===== config.mk =====
export PLATFORM = sky130hd
export DESIGN_NAME = rng_top
export DESIGN_NICKNAME = d
export VERILOG_FILES = /design/src/rng_pkg.sv /design/src/von_neumann_debias.sv /design/src/entropy_lfsr.sv /design/src/bit_counter.sv /design/src/credit_counter.sv /design/src/harvest_fsm.sv /design/src/rng_top.sv
export SDC_FILE = /design/constraint.sdc
export NUM_CORES = 1
export LEC_CHECK = 0
export BUFFER_PORTS_ARGS = -buffer_cell sky130_fd_sc_hd__buf_4
export CAP_MARGIN = 25
export CORE_ASPECT_RATIO = 0.5
export CORE_MARGIN = 2
export CORE_UTILIZATION = 45
export CTS_BUF_LIST = sky130_fd_sc_hd__clkbuf_4
export DETAILED_ROUTE_END_ITERATION = 10
export PLACE_DENSITY = 0.77
export SLEW_MARGIN = 40
export SYNTH_ARGS = -nofsm -noshare
export SYNTH_HDL_FRONTEND = slang
export SYNTH_SLANG_ARGS = --single-unit

===== constraint.sdc =====
create_clock -name clk -period 2.02 [get_ports clk]
set_input_delay 0.303 -clock clk [delete_from_list [all_inputs] [get_ports clk]]
set_output_delay 0.303 -clock clk [all_outputs]
set_load 0.01 [all_outputs]

===== src/rng_pkg.sv =====
// ------------------------------
// shared defaults for the entropy harvester
// credit count is 4 bits wide, so CREDITS may not exceed 15
// ------------------------------
`default_nettype none

package rng_pkg;

	// word width in bits
	localparam int DEFAULT_WIDTH = 16;

	// lfsr seed after reset
	localparam logic [15:0] DEFAULT_INIT = 16'hace1;

	// lfsr tap mask, a set bit means the state bit joins the parity
	localparam logic [15:0] DEFAULT_FEEDBACK = 16'h002d;

	// credits the consumer holds right after reset
	localparam int DEFAULT_CREDITS = 2;

	// width of the credit count
	localparam int CREDIT_BITS = 4;

	// harvest sequencing
	typedef enum logic [1:0] {
		COLLECT,
		WAIT_CREDIT,
		EMIT
	} harvest_state_t;

endpackage

`default_nettype wire


===== src/von_neumann_debias.sv =====
// ------------------------------
// von neumann debiaser, one output bit per unequal pair
// raw bits cannot be stalled, pairing runs on regardless
// ------------------------------
`timescale 1ns/100ps
`default_nettype none

module von_neumann_debias (
	input  wire logic clk,
	input  wire logic reset,
	input  wire logic raw_bit,
	input  wire logic raw_valid,
	output logic      deb_bit,
	output logic      deb_valid
);

	// first bit of the pair in progress
	logic first_bit;
	// set once the first bit of a pair is held
	logic have_first;

	always_ff @(posedge clk) begin
		if (reset) begin
			have_first <= 1'b0;
			deb_valid  <= 1'b0;
		end else begin
			// strobe lasts one cycle unless renewed below
			deb_valid <= 1'b0;
			if (raw_valid) begin
				have_first <= !have_first;
				// 01 gives 0, 10 gives 1, equal pairs are dropped
				if (have_first && (first_bit != raw_bit))
					deb_valid <= 1'b1;
			end
		end
	end

	// first bit of the pair and the bit on offer
	always_ff @(posedge clk) begin
		if (raw_valid && !have_first)
			first_bit <= raw_bit;
		if (raw_valid && have_first)
			deb_bit <= first_bit;
	end

	// a pair needs two raw bits, so output strobes are never back to back
	a_deb_no_repeat: assert property (@(posedge clk) disable iff (reset)
		deb_valid |=> !deb_valid);

endmodule

`default_nettype wire


===== src/entropy_lfsr.sv =====
// ------------------------------
// fibonacci style lfsr with an entropy bit xored into feedback
// state is kept across words, only reset reseeds it
// ------------------------------
`timescale 1ns/100ps
`default_nettype none

module entropy_lfsr
	import rng_pkg::*;
#(
	parameter int               WIDTH      = DEFAULT_WIDTH,
	parameter logic [WIDTH-1:0] INIT_VALUE = DEFAULT_INIT,
	parameter logic [WIDTH-1:0] FEEDBACK   = DEFAULT_FEEDBACK
) (
	input  wire logic             clk,
	input  wire logic             reset,
	input  wire logic             absorb,
	input  wire logic             deb_bit,
	output logic      [WIDTH-1:0] state
);

	// parity over the tapped bits
	logic tap_parity;
	// bit that enters at the bottom
	logic new_bit;

	assign tap_parity = ^(state & FEEDBACK);
	assign new_bit    = tap_parity ^ deb_bit;

	always_ff @(posedge clk) begin
		if (reset) begin
			state <= INIT_VALUE;
		end else if (absorb) begin
			// shift up, mixed bit lands in bit 0
			state <= {state[WIDTH-2:0], new_bit};
		end
	end

endmodule

`default_nettype wire


===== src/bit_counter.sv =====
// ------------------------------
// counts absorbed bits, word_full is a flop
// stays full until word_take clears it
// ------------------------------
`timescale 1ns/100ps
`default_nettype none

module bit_counter
	import rng_pkg::*;
#(
	parameter int WIDTH = DEFAULT_WIDTH
) (
	input  wire logic clk,
	input  wire logic reset,
	input  wire logic absorb,
	input  wire logic word_take,
	output logic      word_full
);

	// one extra bit so WIDTH itself is representable
	localparam int CNT_BITS = $clog2(WIDTH) + 1;

	logic [CNT_BITS-1:0] count;
	logic [CNT_BITS-1:0] count_next;

	always_comb begin
		count_next = count;
		if (word_take)
			count_next = '0;
		else if (absorb)
			count_next = count + 1'b1;
	end

	always_ff @(posedge clk) begin
		if (reset) begin
			count     <= '0;
			word_full <= 1'b0;
		end else begin
			count     <= count_next;
			// full from the edge that takes the last bit
			word_full <= (count_next == CNT_BITS'(WIDTH));
		end
	end

	// the fsm must stop absorbing once the word is complete
	a_no_absorb_when_full: assert property (@(posedge clk) disable iff (reset)
		word_full |-> !absorb);

endmodule

`default_nettype wire


===== src/credit_counter.sv =====
// ------------------------------
// consumer credit pool, starts at CREDITS
// a spend and a return in one cycle cancel out
// ------------------------------
`timescale 1ns/100ps
`default_nettype none

module credit_counter
	import rng_pkg::*;
#(
	parameter int CREDITS = DEFAULT_CREDITS
) (
	input  wire logic clk,
	input  wire logic reset,
	input  wire logic spend,
	input  wire logic credit_return,
	output logic      credit_avail
);

	// credits the consumer still holds
	logic [CREDIT_BITS-1:0] count;

	always_ff @(posedge clk) begin
		if (reset) begin
			count <= CREDIT_BITS'(CREDITS);
		end else begin
			case ({spend, credit_return})
				2'b10:   count <= count - 1'b1;
				2'b01:   count <= count + 1'b1;
				// both or neither leave the pool alone
				default: count <= count;
			endcase
		end
	end

	assign credit_avail = (count != '0);

	// fsm only issues a word when a credit is held
	a_no_spend_at_zero: assert property (@(posedge clk) disable iff (reset)
		spend |-> (count != '0));

	// consumer never returns more than it was given
	a_no_return_at_full: assert property (@(posedge clk) disable iff (reset)
		(credit_return && !spend) |-> (count != CREDIT_BITS'(CREDITS)));

	// pool bound over the whole run
	a_count_bounded: assert property (@(posedge clk) disable iff (reset)
		count <= CREDIT_BITS'(CREDITS));

endmodule

`default_nettype wire


===== src/harvest_fsm.sv =====
// ------------------------------
// sequences collect, credit wait and word issue
// deb bits arriving outside COLLECT are lost on purpose
// ------------------------------
`timescale 1ns/100ps
`default_nettype none

module harvest_fsm
	import rng_pkg::*;
(
	input  wire logic clk,
	input  wire logic reset,
	input  wire logic deb_valid,
	input  wire logic word_full,
	input  wire logic credit_avail,
	input  wire logic credit_return,
	output logic      absorb,
	output logic      word_take,
	output logic      spend,
	output logic      word_valid
);

	harvest_state_t state;
	harvest_state_t state_next;

	always_ff @(posedge clk) begin
		if (reset)
			state <= COLLECT;
		else
			state <= state_next;
	end

	always_comb begin
		state_next = state;
		case (state)
			COLLECT: begin
				// word complete, issue now or park until credit shows up
				if (word_full)
					state_next = credit_avail ? EMIT : WAIT_CREDIT;
			end
			WAIT_CREDIT: begin
				// a return in this very cycle is enough to go
				if (credit_avail || credit_return)
					state_next = EMIT;
			end
			EMIT: begin
				state_next = COLLECT;
			end
			default: begin
				state_next = COLLECT;
			end
		endcase
	end

	// only take entropy while building a word
	assign absorb = deb_valid && (state == COLLECT);

	// one cycle issue, counter cleared and credit spent together
	assign word_valid = (state == EMIT);
	assign spend      = (state == EMIT);
	assign word_take  = (state == EMIT);

	// credit pool must hold a credit whenever a word goes out
	a_valid_needs_credit: assert property (@(posedge clk) disable iff (reset)
		word_valid |-> credit_avail);

endmodule

`default_nettype wire


===== src/rng_top.sv =====
// ------------------------------
// random word harvester, raw entropy bit enters as a port
// word is stable while word_valid is high
// CREDITS must fit the 4 bit credit count
// ------------------------------
`timescale 1ns/100ps
`default_nettype none

module rng_top
	import rng_pkg::*;
#(
	parameter int               WIDTH      = DEFAULT_WIDTH,
	parameter logic [WIDTH-1:0] INIT_VALUE = DEFAULT_INIT,
	parameter logic [WIDTH-1:0] FEEDBACK   = DEFAULT_FEEDBACK,
	parameter int               CREDITS    = DEFAULT_CREDITS
) (
	input  wire logic             clk,
	input  wire logic             reset,
	input  wire logic             raw_bit,
	input  wire logic             raw_valid,
	input  wire logic             credit_return,
	output logic      [WIDTH-1:0] word,
	output logic                  word_valid
);

	// debiased stream
	logic deb_bit;
	logic deb_valid;
	// fsm controls
	logic absorb;
	logic word_take;
	logic spend;
	// status back to the fsm
	logic word_full;
	logic credit_avail;

	von_neumann_debias u_debias (
		.clk       (clk),
		.reset     (reset),
		.raw_bit   (raw_bit),
		.raw_valid (raw_valid),
		.deb_bit   (deb_bit),
		.deb_valid (deb_valid)
	);

	// lfsr state is the word itself
	entropy_lfsr #(
		.WIDTH      (WIDTH),
		.INIT_VALUE (INIT_VALUE),
		.FEEDBACK   (FEEDBACK)
	) u_lfsr (
		.clk     (clk),
		.reset   (reset),
		.absorb  (absorb),
		.deb_bit (deb_bit),
		.state   (word)
	);

	bit_counter #(
		.WIDTH (WIDTH)
	) u_bit_counter (
		.clk       (clk),
		.reset     (reset),
		.absorb    (absorb),
		.word_take (word_take),
		.word_full (word_full)
	);

	credit_counter #(
		.CREDITS (CREDITS)
	) u_credit_counter (
		.clk           (clk),
		.reset         (reset),
		.spend         (spend),
		.credit_return (credit_return),
		.credit_avail  (credit_avail)
	);

	harvest_fsm u_fsm (
		.clk           (clk),
		.reset         (reset),
		.deb_valid     (deb_valid),
		.word_full     (word_full),
		.credit_avail  (credit_avail),
		.credit_return (credit_return),
		.absorb        (absorb),
		.word_take     (word_take),
		.spend         (spend),
		.word_valid    (word_valid)
	);

endmodule

`default_nettype wire


# == After elaboration in Yosys (flattened, before gate mapping) ==
# Index checks and enable logic that the tools add are counted.
# op_classes
add_sub_neg,3
n_bitwise,2
reduce_logical,12
n_eq_ne,8
n_mux,8
# ops
operator,n
$reduce_xor A16 Y1,1
$mux W5,2
$pmux W4 S2,1
$mux W2,3
$add A5 B1 Y5 const B,1
$eq A5 B5 Y1 const B,1
$add A4 B1 Y4 const B,1
$eq A2 B1 Y1 const B,2
$eq A2 B2 Y1 const B,2
$logic_and A1 B1 Y1,4
$pmux W2 S2,1
$reduce_bool A4 Y1,1
$sub A4 B1 Y4 const B,1
$logic_not A2 Y1,1
$ne A2 B1 Y1 const B,1
$ne A2 B2 Y1 const B,1
$reduce_and A2 Y1,1
$reduce_bool A2 Y1,1
$reduce_or A2 Y1,1
$logic_not A1 Y1,1
$logic_or A1 B1 Y1,1
$mux W1,1
$ne A1 B1 Y1,1
$not A1 Y1,1
$xor A1 B1 Y1,1
# word_totals
out_inout_bits,17
in_bits,5
elab_cells,42
regBits,32

# == Logic depth before layout (Yosys ltp) ==
# Gate-level depths: netlist of the first run.
# logic_depth
word_depth,5
depth_mapped,8

# == By module ==
# From an unflattened synthesis of the first run, not the netlist that was laid out.
# unflattened
cells_unflattened,135
hier_area_um2,1441.4
# by_module_without_submodules
module,area_each_um2,n_inst,cells_per_inst
entropy_lfsr,605.6,1,56
bit_counter,305.3,1,29
credit_counter,271.5,1,28
von_neumann_debias,151.4,1,10
harvest_fsm,107.6,1,12

# == Worst setup path before layout of the first run ==
# Ideal clock, no wire load.
# synth_timing
path_kind,reg2reg
startpoint,reg u_fsm.state[0]
endpoint,reg u_credit_counter.count[3]
slack_ns,0.039
setup_time_ns,0.121
arrival_time_ns,1.860
stages_incl_launch_ff,9
n_path_buf,0
synth_period_minus_slack_ns,1.981
cell_sequence,dfxtp_1 > nand2b_1 > ha_1 > inv_1 > ha_1 > a21oi_1 > a211oi_1 > a31oi_1 > mux2_2
# synth_via
elab_chain_len,3
elab_cells_between_ends,5
cone_classes,3 x eq/ne; 1 x mux; 1 x reduce/logical
# synth_lines
item,line,rtl
start: declaration,harvest_fsm.sv:23,harvest_state_t state;
start signal: assignment,harvest_fsm.sv:30,state <= state_next;
$eq A2 B2 Y1 (*),harvest_fsm.sv:60,assign spend = (state == EMIT);
$eq A2 B1 Y1 or $eq A2 B2 Y1 (tied branches),credit_counter.sv:27,"case ({spend, credit_return})"
$pmux W4 S2 or $reduce_bool A2 Y1 (tied branches),--,
end signal: assignment,credit_counter.sv:28,2'b10: count <= count - 1'b1;
end signal: assignment,credit_counter.sv:29,2'b01: count <= count + 1'b1;
end signal: assignment,credit_counter.sv:31,default: count <= count;
end: declaration,credit_counter.sv:21,logic [CREDIT_BITS-1:0] count;
# Mark *: on every way between the ends. The rest lies on a longest branch, timed or not.
# A chain may end at the register's enable or synchronous reset.

# == Final worst setup path of the first run ==
# Same ends and word-level chain as after synthesis.

==> impl.org, run 1 <==
** Run status
- Status :: finished clean

** Floorplan
- Count of pins on the block boundary :: 22
- The initial utilization of the core area, before any placement, comes to 46.6%.
- The floorplan step set the die height to 43.3 um.
- The die is 82.6 um wide.
- The floorplan step defined a die boundary enclosing 3570 um^2.
- After floorplanning, the core was sized to cover slightly below 3000 um^2.
- The floorplan has 14 rows.

** STA
- Slew headroom :: 60.1%
- Setup violations remaining at the end of the flow were counted as 0.
- Max Transition Viols Final :: 0
- Timing would allow up to 0.515 GHz.
- Skew final :: 0.00637 ns
- Final period util :: 96.2%
- Worst Tran Pin Value :: 0.598 ns
- Minimum hold slack :: 0.161 ns
- Post-route setup slack :: 0.0766 ns
- Subtracting the final worst setup slack from the clock period gives 1.94 ns.
- The total count of hold-check failures in the final report was 0.

** Clocking
- Buffers inserted to repair hold after CTS numbered 0.
- Clock tree from TritonCTS :: yes
- Maximum buffer depth of the clock tree :: 2
- Clock Sinks :: 32
- The clock tree synthesis step divided the H-tree into 2 levels.
- Clock transition at the register clock pins on the worst setup and hold paths after CTS :: 0.10 ns
- Clk root buf :: clkbuf_4
- The clock reaches the later pin of the worst-skew pair after ~0.33 ns.
- Counting the buffers created by CTS gives 5.

** Power
- Power spread over the standard cell area amounts to 763 nW/um^2.
- The analysis attributes to net switching a power of roughly 300 uW.
- In this run the static leakage power is 0.705 nW.
- Power, Total :: 1.31 mW
- Logic pwr share :: around a tenth
- Internal power summed over all cells :: roughly 1 mW
- Sequential cells burn 52.1% of the power.
- The worst-case IR drop observed on VDD is 0.316 mV.
- Clock share of power :: 37.2%
- Share of total power consumed by net switching :: 23.1%

** Layout
- Leaving out fill and tap cells, the most frequent cells in the layout are nand2_1, dfxtp_1, buf_4.
- Relative to the synthesized area, the layout overhead comes to 23.6%.
- Area of the multi-input gates :: 711 um^2
- Area taken by flip-flops and latches :: 662 um^2
- The number of antenna diodes in the final layout is 0.
- Final cell count without fillers :: 219
- Fillers :: 262
- Fin nets :: 188
- Share of post-route cells with drive strength above 1 :: 26.3%
- Total non-filler cell area in the finished layout :: 1720 um^2
- The library cell used most frequently in the layout, excluding fill and tap cells, is nand2_1.

** Synth
- After synthesis, the mean cell area works out to 9.14 um^2.
- The cell area that synthesis handed to floorplanning was ~1400 um^2.
- The number of different library cells used by synthesis comes to 34.
- Net count after synthesis :: 162
- In this run the biggest area consumer among cell types represents 43.2% of the synthesized area.
- EDFF count, synth :: 2
- Sequential elements use 47.6% of the synthesized area.
- Counting flops with an async set or reset pin after synthesis yields a share of 0%.
- Synthesized instance count :: 152
- Flip-flop and latch count after synthesis :: 32
- For this run, the leading register cell type out of synthesis is dfxtp_1.
- Ranked by total cell area, the synthesized netlist is headed by dfxtp_1, nand2_1, a21oi_1.
- Summed over all instances, the cell type with the most area after synthesis is dfxtp_1.
- Warning count from the yosys run :: 0

** Global routing
- For met2 alone, demand over resource in global routing was 25.6%.
- After global routing, the most crowded layer is met2.
- The first global-routing pass estimated 4.17 mm of wire.
- Number of global-route vias before repair :: 981
- After global routing the overflow that remains totals 0.
- Global routing consumed, on the met1 layer, 19.3% of the routing resources.
- In the global route stage, met3 resource usage came out at 5.74%.
- All-layer global routing usage :: between 15 and 20%
- Entering global routing, the biggest net connects 30 pins.
- The initial antenna violation count came to 0.

** Route
- Routed wire length :: 2.54 mm
- The detail route stage leaves a number of antenna-violating nets equal to 0.
- Starting DRC count in detailed routing :: 38
- In the final routed layout, each cell accounts on average for between 10 and 15 um.
- Total DRC errors in the routed layout :: 0
- The detailed router placed 1,086 vias in this run.
- Via-per-instance ratio :: 4.96
- The first TritonRoute pass finished after 4 iterations.

** Setup path
- Data on the critical path is required at its endpoint by 2.24 ns.
- Worst reg2reg path startpoint :: u_fsm.state[0]$_SDFFE_PP0P_
- STA classifies the critical path startpoint as a flip-flop.
- Arrival time of the worst setup path :: 2.16 ns
- The setup check on the worst reg-to-reg path leaves a slack of 0.08 ns.
- Crit path max fanout :: 4
- Last element of the critical path :: u_credit_counter.count[3]$_SDFFE_PP0P_
- The worst register-to-register path has a depth of 9.
- Tracing the worst setup path back leads to its startpoint at u_fsm.state[0]$_SDFFE_PP0P_.
- Class of the most critical setup path :: flip-flop to flip-flop
- Critical path capture point type :: flip-flop
- The endpoint identified for the worst register-to-register timing path is u_credit_counter.count[3]$_SDFFE_PP0P_.

** Min path
- Counting instances, the worst hold path has a depth of 1.
- In this run the worst hold path is classified as primary input to flip-flop.

** Placement
- The count of buffers added on input and output ports is 21.
- HPWL after detailed placement :: 1.65 mm
- After detailed placement, the total cell area comes to between 1500 and 2000 um^2.
- After detailed placement, the design holds a cell count of 209.
- At the end of routability-driven placement, the weighted congestion stood at between 0.7 and 0.8.
- Worst slack, placed :: between 0.05 and 0.06 ns

** Flow run
- Max-cap violations in this run came to 0.
layout make-up:
cell class | instances | area share, %
timing repair buffer | 27 | 11.8
clock inverter | 2 | 2.04
multi-input combinational | 109 | 41.4
clock buffer | 6 | 2.62
sequential | 32 | 38.6
inverter | 3 | 0.656
tap | 40 | 2.92
registers in the layout, summed over array words and instances (netlist names):
signal                   count
u_lfsr.state                16
u_credit_counter.count       4
u_bit_counter.word_full      1
u_fsm.state                  2
u_debias.deb_bit             1
u_debias.deb_valid           1
u_bit_counter.count          5
u_debias.have_first          1
u_debias.first_bit           1
worst max-delay path, cell delays in order, from the launching register on:
cell      delay (ns)
dfxtp_2         0.34
nand2b_4        0.14
ha_2            0.18
inv_1           0.08
buf_4           0.16
ha_1            0.29
nand3_2         0.10
a211oi_2        0.06
a31oi_1         0.15
mux2_2          0.34
Yosys cell counts, types with 3 or more instances:
| cell | instances |
|---|---|
| nand2b_1 | 3 |
| a211oi_1 | 3 |
| xor2_1 | 4 |
| buf_4 | 3 |
| xnor2_1 | 6 |
| nand3b_1 | 7 |
| inv_1 | 3 |
| clkbuf_1 | 3 |
| nor2_1 | 9 |
| nand2_1 | 35 |
| nor2b_1 | 6 |
| ha_1 | 4 |
| a21oi_1 | 12 |
| dfxtp_1 | 30 |
per-stage QoR:
stage	TNS [ns]	util (%)
finish	0	57.6
global route	-0.0353	57.6
CTS	0	55.9
detailed placement	0	53.2
global placement	0	53.2
floorplan	0	-
repair_timing:
item | 4_1_cts | 5_1_grt
resized for setup | 0 | 7
buffers inserted | 0 | 2
endpoints found under the setup margin | 0 | 1
hold endpoints to repair | 0 | 0
power by group through the flow:
stage | Sequential (mW) | Combinational, mW | Clock [mW]
after CTS | 0.681 | 0.124 | 0.498
after floorplan | 0.695 | 0.0873 | 0
final | 0.682 | 0.141 | 0.487
after global placement | 0.695 | 0.118 | 0
after global routing | 0.686 | 0.161 | 0.521
after detailed placement | 0.695 | 0.123 | 0
cell families after synthesis:
logic type | count (synthesis) | share of synthesized area (%)
AO/OA/AOI/OAI | 20 | 8.38
XOR/XNOR | 10 | 6.31
adder cells (fa/ha/maj) | 5 | 5.05
buffers and inverters | 11 | 3.87
flip-flops | 32 | 47.6
multiplexers | 3 | 2.25
AND/OR/NAND/NOR | 71 | 26.6
worst min path at each step:
| stage | startpoint | to | slack, ns |
|---|---|---|---|
| after floorplan | raw_bit | u_debias.first_bit$_DFFE_PP_ | 0.40 |
| after global placement | u_lfsr.state[13]$_SDFFE_PP1N_ | u_lfsr.state[14]$_SDFFE_PP0N_ | 0.45 |
| after detailed placement | u_lfsr.state[15]$_SDFFE_PP1N_ | u_lfsr.state[15]$_SDFFE_PP1N_ | 0.46 |
| after CTS | raw_bit | u_debias.first_bit$_DFFE_PP_ | 0.15 |
| after global routing | raw_bit | u_debias.first_bit$_DFFE_PP_ | 0.14 |
| final | raw_bit | u_debias.first_bit$_DFFE_PP_ | 0.16 |
metal layers:
metal	vias up	routed length, um
li1	565	-
met1	499	1200
met2	19	1230
met3	3	97
met4	0	16
met5	-	0
No activity file was read; power rests on OpenSTA's default activity.
==> run 2, diff against run 1 <==
- ABC_CLOCK_PERIOD_IN_PS: not set -> 1800
- PLACE_DENSITY: 0.77 -> 0.75
- clock period: 2.02 -> 1.8 ns (I/O delays scaled with it)
==> run 2 against run 1 <==
Effect of this change: total power decreased by 0.78%; register-to-register slack got worse by 0.02 ns; clock power decreased by 24%; sequential cell count unchanged; global-route usage decreased by 1.3 points; non-clock buffer count increased by 1; setup slack got worse by 0.024 ns; critical endpoint unchanged; worst hold slack got worse by 0.021 ns.
==> impl.org, run 2 (synthesized netlist as in run 1, its figures left out) <==
** Run status
- Status :: finished clean (unchanged)

** STA
- The final worst setup slack is 0.0531 ns (was 0.0766 ns).
- Max Transition Viols Final :: 0 (unchanged)
- Worst Tran Pin Value :: 0.589 ns (was 0.598 ns)
- Finish-stage setup viols :: 0 (unchanged)
- Setup Total Neg Slack :: 0 ns (unchanged)
- The period utilization came to 97.1% (was 96.2%).
- Shortest period the worst path allows :: 1.75 ns (was 1.94 ns)
- Number of hold-slack violations in the final timing report :: 0 (unchanged)
- Maximum clock rate :: 0.572 GHz (was 0.515 GHz)
- The worst-case headroom to the max-slew limit came to 60.7% (was 60.1%).
- Minimum hold slack :: 0.140 ns (was 0.161 ns)
- The final worst clock skew is 0.00984 ns (was 0.00637 ns).

** Layout
- Number of flip-flops under the largest register name :: 16 (unchanged)
- The layout overhead on the synthesized area is 23.6% (unchanged).
- Area of the multi-input gates :: 728 um^2 (was 711 um^2)
- Leading cell types in the layout, fill and taps excluded: nand2_1, buf_4, dfxtp_1 (was nand2_1, dfxtp_1, buf_4).
- The area of all sequential standard cells is 663 um^2 (was 662 um^2).
- Final cell count without fillers :: 220 (was 219)
- The utilization of the core after routing was 57.6% (unchanged).
- The layout filler cell count came to 271 (was 262).
- The most common library cell in the layout ignoring fill and taps is nand2_1 (unchanged).
- Largest reg by FF count :: u_lfsr.state (unchanged)
- Total non-filler cell area in the finished layout :: 1720 um^2 (unchanged)
- Largest registers :: u_lfsr.state: 16 flops, u_bit_counter.count: 5 flops, u_credit_counter.count: 4 flops (unchanged)
- Share of post-route cells with drive strength above 1 :: 27.2% (was 26.3%)
- The final net count is 189 (was 188).
- The antenna diode instance count was 0 (unchanged).

** Route
- Routed wire length :: 2.44 mm (was 2.54 mm)
- Average detailed-routed wire length per instance :: 11.1 um (was 11.6 um)
- Total DRC errors in the routed layout :: 0 (unchanged)
- Total via count after detailed routing :: 1,088 (was 1,086)
- The number of nets with antenna violations after detailed routing was 0 (unchanged).
- The length of the first detailed-routing pass in iterations was 4 (unchanged).
- The detail-routed via count per cell came to 4.95 (was 4.96).
- Starting DRC count in detailed routing :: 37 (was 38)

** Floorplan
- The total die area came to 3570 um^2 (unchanged).
- The effective utilization at floorplan is 46.6% (unchanged).
- Die Ht :: 43.3 um (unchanged)
- The width of the die is 82.6 um (unchanged).
- The core region area is 2980 um^2 (unchanged).
- The number of I/O pins came to 22 (unchanged).
- Cell Rows :: 14 (unchanged)

** Global routing
- The initial antenna violation count came to 0 (unchanged).
- The global router's overall resource usage is 14.7% (was 16.1%).
- Global-route wire length before repair :: 3.96 mm (was 4.17 mm)
- The largest net degree at the start of global routing came to 30 (unchanged).
- Total gr overflow :: 0 (unchanged)
- The via count of the first global-routing pass was 986 (was 981).

** Placement
- The total instance count after detailed placement was 210 (was 209).
- The pre-CTS setup slack was -0.00309 ns (was 0.0527 ns).
- HPWL after detailed placement :: 1.69 mm (was 1.65 mm)
- The area of placed instances is 1620 um^2 (was 1580 um^2).
- The total of buffers placed on input and output ports is 21 (unchanged).
- The global placer's final weighted congestion came to 0.740 (was 0.795).

** Clocking
- Cts hold-fix bufs :: 0 (unchanged)
- Clock transition at the register clock pins on the worst setup and hold paths after CTS :: 0.09 ns (was 0.10 ns)
- The CTS H-tree depth came to 2 (unchanged).
- Clk root buf :: clkbuf_4 (unchanged)
- The CTS sink count was 32 (unchanged).
- The total clock buffers created by CTS came to 5 (unchanged).
- The maximum buffer depth of the clock tree came to 2 (unchanged).
- Clock tree from TritonCTS :: yes (unchanged)
- The clock insertion delay at the later pin of the skew report was 0.32 ns (was 0.33 ns).

** Setup path
- Worst reg2reg path startpoint :: u_fsm.state[0]$_SDFFE_PP0P_ (unchanged)
- Gate family responsible for the most delay along the worst path :: compound AO/OA/AOI/OAI gates (was adder cells)
- Critical-path cell list: nand2b_4 -> ha_4 -> inv_4 -> ha_4 -> a21oi_4 -> a211oi_2 -> a31oi_1 -> mux2_2 (was nand2b_4 -> ha_2 -> inv_1 -> buf_4 -> ha_1 -> nand3_2 -> a211oi_2 -> a31oi_1 -> mux2_2).
- Worst r2r path cells :: 8 (was 9)
- CP Buf/Inv Count :: 1 (was 2)
- Arrival time of the worst setup path :: 1.96 ns (was 2.16 ns)
- Crit path max fanout :: 3 (was 4)
- Counting stages on the worst path, the most repeated cell is ha_4.
- The data required time at the worst endpoint came to 2.01 ns (was 2.24 ns).
- The register-to-register setup slack is 0.05 ns (was 0.08 ns).
- Biggest cell delay along the critical path :: 0.34 ns (about the same)
- The slowest library cell on the worst path was mux2_2 (was dfxtp_2).
- Critical path capture point type :: flip-flop (unchanged)
- The nature of the critical path startpoint is a flip-flop (unchanged).
- The worst setup path category is flip-flop to flip-flop (unchanged).
- Endpoint of the most critical register-to-register path :: u_credit_counter.count[3]$_SDFFE_PP0P_ (unchanged)

** Power
- The overall power after layout came to 1.30 mW (was 1.31 mW).
- Static leakage :: 0.699 nW (was 0.705 nW)
- The power density over the cells is 757 nW/um^2 (was 763 nW/um^2).
- The maximum VDD drop was 0.327 mV (was 0.316 mV).

** Min path
- The capture endpoint of the worst hold path is u_debias.first_bit$_DFFE_PP_ (unchanged).
- Hold Path Depth :: 1 (unchanged)
- The worst min-delay path category was primary input to flip-flop (unchanged).
- Source of the worst hold timing path :: raw_bit (unchanged)

** Flow run
- Number of violations of the max-capacitance limit :: 0 (unchanged)
-- run 2: worst max-delay path by stage --
stage	slack, ns	cells past startpoint	endpoint	startpoint
5_1_grt	-0.03	8	u_credit_counter.count[3]$_SDFFE_PP0P_	u_fsm.state[0]$_SDFFE_PP0P_
2_1_floorplan	0.02	8	u_credit_counter.count[3]$_SDFFE_PP0P_	u_fsm.state[0]$_SDFFE_PP0P_
3_3_place_gp	0.05	8	u_credit_counter.count[3]$_SDFFE_PP0P_	u_fsm.state[0]$_SDFFE_PP0P_
6_report	0.05	8	u_credit_counter.count[3]$_SDFFE_PP0P_	u_fsm.state[0]$_SDFFE_PP0P_
4_1_cts	0.01	8	u_credit_counter.count[3]$_SDFFE_PP0P_	u_fsm.state[0]$_SDFFE_PP0P_
3_5_place_dp	-0.003	8	u_credit_counter.count[3]$_SDFFE_PP0P_	u_fsm.state[0]$_SDFFE_PP0P_
-- run 2: worst register-to-register path, stage by stage (launching register included) --
cell,delay [ns]
dfxtp_2,0.33
nand2b_4,0.15
ha_4,0.17
inv_4,0.06
ha_4,0.21
a21oi_4,0.15
a211oi_2,0.09
a31oi_1,0.16
mux2_2,0.34
-- run 2: report_power, final --
part	total [mW]	leakage [nW]	internal [mW]	switching, mW
clock	0.369	0.0324	0.143	0.226
sequential	0.767	0.263	0.741	0.0253
combinational	0.164	0.403	0.0862	0.0778
-- run 2: cell type report --
| type | count | share of cell area (%) |
|---|---|---|
| Inverter | 3 | 0.802 |
| Sequential cell | 32 | 38.6 |
| Timing Repair Buffer | 28 | 12.2 |
| Multi-Input combinational cell | 109 | 42.4 |
| Clock inverter | 3 | 0.802 |
| Clock buffer | 5 | 2.19 |
| Tap cell | 40 | 2.92 |
-- run 2: repair_timing --
| item | in CTS | in global routing |
|---|---|---|
| pin swaps | 1 | 2 |
| buffers inserted | 0 | 2 |
| gates cloned | 0 | 0 |
| setup endpoints to repair | 1 | 2 |
| gates resized for setup | 1 | 5 |
-- run 2: per-layer routing --
layer	vias up	GRT usage (%)	routed length [um]
met2	13	24.8	1220
met3	2	4.47	99
met1	511	17.2	1090
met5	-	0	0
met4	0	6.89	24
li1	562	-	-
==> run 3, diff against run 2 <==
- CORE_ASPECT_RATIO: 0.5 -> 1.25
==> run 3 against run 2 <==
Effect of this change: first-iteration DRC count down 30%; global-route usage up 1.9 points; non-clock buffer count down 2; critical path type unchanged; critical endpoint unchanged.
==> impl.org, run 3 (synthesized netlist as in run 1, its figures left out) <==
** Flow run
- Number of violations of the max-capacitance limit :: 0 (unchanged)

** Route
- Routed wire length :: 2.61 mm (was 2.44 mm)
- Total DRC errors in the routed layout :: 0 (unchanged)
- The first-iteration detailed-routing DRC count was 26 (was 37).
- Total via count after detailed routing :: 1,091 (was 1,088)
- Routed Antenna Nets :: 0 (unchanged)
- The detail-routed via count per cell was 5.10 (was 4.95).
- Average detailed-routed wire length per instance :: 12.2 um (was 11.1 um)
- Number of iterations in the first detailed-routing pass :: 4 (unchanged)

** STA
- The post-route worst hold slack is 0.140 ns (about the same).
- The final worst clock skew came to 0.0108 ns (was 0.00984 ns).
- Setup repair after global routing missed its margin :: yes
- The number of max-slew violations in the final report came to 0 (unchanged).
- Finish-stage setup viols :: 0 (unchanged)
- Maximum clock rate :: 0.570 GHz (was 0.572 GHz)
- Slew headroom :: 62.2% (was 60.7%)
- Shortest period the worst path allows :: 1.76 ns (was 1.75 ns)
- The final worst setup slack came to 0.0448 ns (was 0.0531 ns).
- The total count of hold-check failures in the final report is 0 (unchanged).
- Worst Tran Pin Value :: 0.567 ns (was 0.589 ns)
- Final period util :: 97.5% (was 97.1%)

** Setup path
- CP Buf/Inv Count :: 1 (unchanged)
- The most numerous cell on the critical path was ha_4 (unchanged).
- Endpoint of the most critical register-to-register path :: u_credit_counter.count[3]$_SDFFE_PP0P_ (unchanged)
- The data arrival time of the critical path came to 1.97 ns (was 1.96 ns).
- Critical-path cell list :: nand2b_4 -> ha_4 -> inv_4 -> ha_4 -> a21oi_4 -> a211oi_2 -> a31oi_1 -> mux2_2 (unchanged)
- The startpoint of the lowest-slack register-to-register path is u_fsm.state[0]$_SDFFE_PP0P_ (unchanged).
- CP Data Required Time :: 2.01 ns (about the same)
- The type of element capturing the critical path is a flip-flop (unchanged).
- The largest delay contributor family on the critical path is compound AO/OA/AOI/OAI gates (unchanged).
- The largest fanout of any net on the critical path came to 3 (unchanged).
- The nature of the critical path startpoint is a flip-flop (unchanged).
- Biggest cell delay along the critical path :: 0.35 ns (was 0.34 ns)
- The worst setup path category was flip-flop to flip-flop (unchanged).
- The slowest library cell on the worst path is mux2_2 (unchanged).
- The register-to-register setup slack is 0.04 ns (was 0.05 ns).
- Worst r2r path cells :: 8 (unchanged)

** Layout
- The count of non-filler cells in the finished layout came to 214 (was 220).
- The area of the multi-input gates came to 728 um^2 (unchanged).
- Leading cell types in the layout, fill and taps excluded: nand2_1, dfxtp_1, buf_4 (was nand2_1, buf_4, dfxtp_1).
- Area taken by flip-flops and latches :: 663 um^2 (unchanged)
- The most common library cell in the layout ignoring fill and taps is nand2_1 (unchanged).
- Largest registers :: u_lfsr.state: 16 flops, u_bit_counter.count: 5 flops, u_credit_counter.count: 4 flops (unchanged)
- The register containing the most flip-flops in the final layout is u_lfsr.state (unchanged).
- Fin nets :: 187 (was 189)
- Layout overhead on the synthesized area :: 22.3% (was 23.6%)
- Fillers :: 264 (was 271)
- Total non-filler cell area in the finished layout :: 1700 um^2 (was 1720 um^2)
- The antenna diode instance count is 0 (unchanged).
- Share of post-route cells with drive strength above 1 :: 25.8% (was 27.2%)
- The number of flip-flops in the largest register is 16 (unchanged).

** Floorplan
- The number of I/O pins is 22 (unchanged).
- The core region area was 2950 um^2 (was 2980 um^2).
- The total die area came to 3550 um^2 (was 3570 um^2).
- Effective utilization at floorplan :: 47.2% (was 46.6%)
- Die Ht :: 66.1 um (was 43.3 um)
- Die width :: 53.7 um (was 82.6 um)
- The number of placement rows was 22 (was 14).

** Placement
- The global placer's final weighted congestion was 0.734 (was 0.740).
- The area of placed instances was 1610 um^2 (was 1620 um^2).
- Worst slack, placed :: 0.00986 ns (was -0.00309 ns)
- HPWL after detailed placement :: 1.81 mm (was 1.69 mm)
- The total instance count after detailed placement was 205 (was 210).
- The total of buffers placed on input and output ports is 21 (unchanged).

** Clocking
- The clock-pin slew reported for the worst setup and hold paths after clock tree synthesis came to 0.09 ns (about the same).
- Clock tree from TritonCTS :: yes (unchanged)
- Cts hold-fix bufs :: 0 (unchanged)
- The root cell of the clock tree was clkbuf_4 (unchanged).
- The total clock buffers created by CTS came to 5 (unchanged).
- Clock network latency to the later pin of the worst-skew pair :: 0.32 ns (about the same)
- Clock Sinks :: 32 (unchanged)
- The CTS H-tree depth came to 2 (unchanged).
- The maximum buffer depth of the clock tree was 2 (unchanged).

** Global routing
- The met2 layer usage reported by global route came to 28.7% (was 24.8%).
- The largest net degree at the start of global routing came to 30 (unchanged).
- Most Crowded Layer GR :: met2 (unchanged)
- Met3 Track Usage GR :: 6.79% (was 4.47%)
- The met1 usage was 17.2% (about the same).
- Number of global-route vias before repair :: 1,052 (was 986)
- Total gr overflow :: 0 (unchanged)
- The first-pass GRT wire length is 4.31 mm (was 3.96 mm).
- The initial antenna violation count came to 0 (unchanged).
- All-layer global routing usage :: 16.7% (was 14.7%)

** Min path
- The worst min-delay path category was primary input to flip-flop (unchanged).
- Source of the worst hold timing path :: raw_bit (unchanged)
- Worst hold endpoint :: u_debias.first_bit$_DFFE_PP_ (unchanged)
- Hold Path Depth :: 1 (unchanged)

** Power
- VDD IR-drop max :: 0.777 mV (was 0.327 mV)
- The power density over the cells is 772 nW/um^2 (was 757 nW/um^2).
- Static leakage :: 0.687 nW (was 0.699 nW)

** Run status
- Status :: finished clean (unchanged)
==> run 3: changes by cell type in the layout (fill, tap and decap cells not counted) <==
cell      delta
clkinv_2     -2
buf_4        -2
clkinv_1     +1
clkbuf_4     +1
==> run 3: area by class of cell <==
type	count	share of cell area (%)
Multi-Input combinational cell	109	42.9
Sequential cell	32	39.1
Timing Repair Buffer	26	11.5
Clock buffer	6	2.65
Tap cell	36	2.65
Inverter	3	0.811
Clock inverter	2	0.442
==> run 3: timing repair <==
item / 4_1_cts / 5_1_grt
buffers inserted: 0 / 1
hold endpoints to repair: 0 / 0
pin swaps: 0 / 1
endpoints found under the setup margin: 1 / 2
gates resized for setup: 1 / 5
==> run 3: through the flow <==
stage               power (mW)  util [%]  setup TNS (ns)
CTS                       1.31      56.4               0
global route              1.39      57.6         -0.0202
floorplan                0.887         -               0
detailed placement       0.929      54.5               0
finish                    1.31      57.6               0
global placement         0.920      54.5               0
==> run 3: worst max path at each step <==
stage                                      startpoint                                     end  slack [ns]  depth (start not counted)
final                     u_fsm.state[0]$_SDFFE_PP0P_  u_credit_counter.count[3]$_SDFFE_PP0P_        0.04                          8
after global routing      u_fsm.state[0]$_SDFFE_PP0P_  u_credit_counter.count[3]$_SDFFE_PP0P_       -0.02                          8
after CTS                 u_fsm.state[0]$_SDFFE_PP0P_  u_credit_counter.count[3]$_SDFFE_PP0P_        0.03                          8
after detailed placement  u_fsm.state[0]$_SDFFE_PP0P_  u_credit_counter.count[3]$_SDFFE_PP0P_        0.01                          8
after global placement    u_fsm.state[0]$_SDFFE_PP0P_  u_credit_counter.count[3]$_SDFFE_PP0P_        0.06                          8
after floorplan           u_fsm.state[0]$_SDFFE_PP0P_  u_credit_counter.count[3]$_SDFFE_PP0P_        0.02                          8
==> run 3: worst register-to-register path, delay by kind of cell, from the launching register on <==
| kind | cells | cell delay [ns] |
|---|---|---|
| adder cells (fa/ha/maj) | 2 | 0.38 |
| multiplexers | 1 | 0.35 |
| AND/OR/NAND/NOR | 1 | 0.15 |
| flip-flops | 1 | 0.33 |
| buffers and inverters | 1 | 0.06 |
| AO/OA/AOI/OAI | 3 | 0.40 |
==> run 3: power breakdown <==
part           switching [mW]  internal [mW]
sequential             0.0250          0.741
clock                   0.224          0.160
combinational          0.0766         0.0839
==> run 3: routing by layer <==
layer  share of wire (%)  vias up
li1                    -      559
met1                  42      502
met2                  52       23
met3                 4.2        7
met4                 2.1        0
met5                   0        -
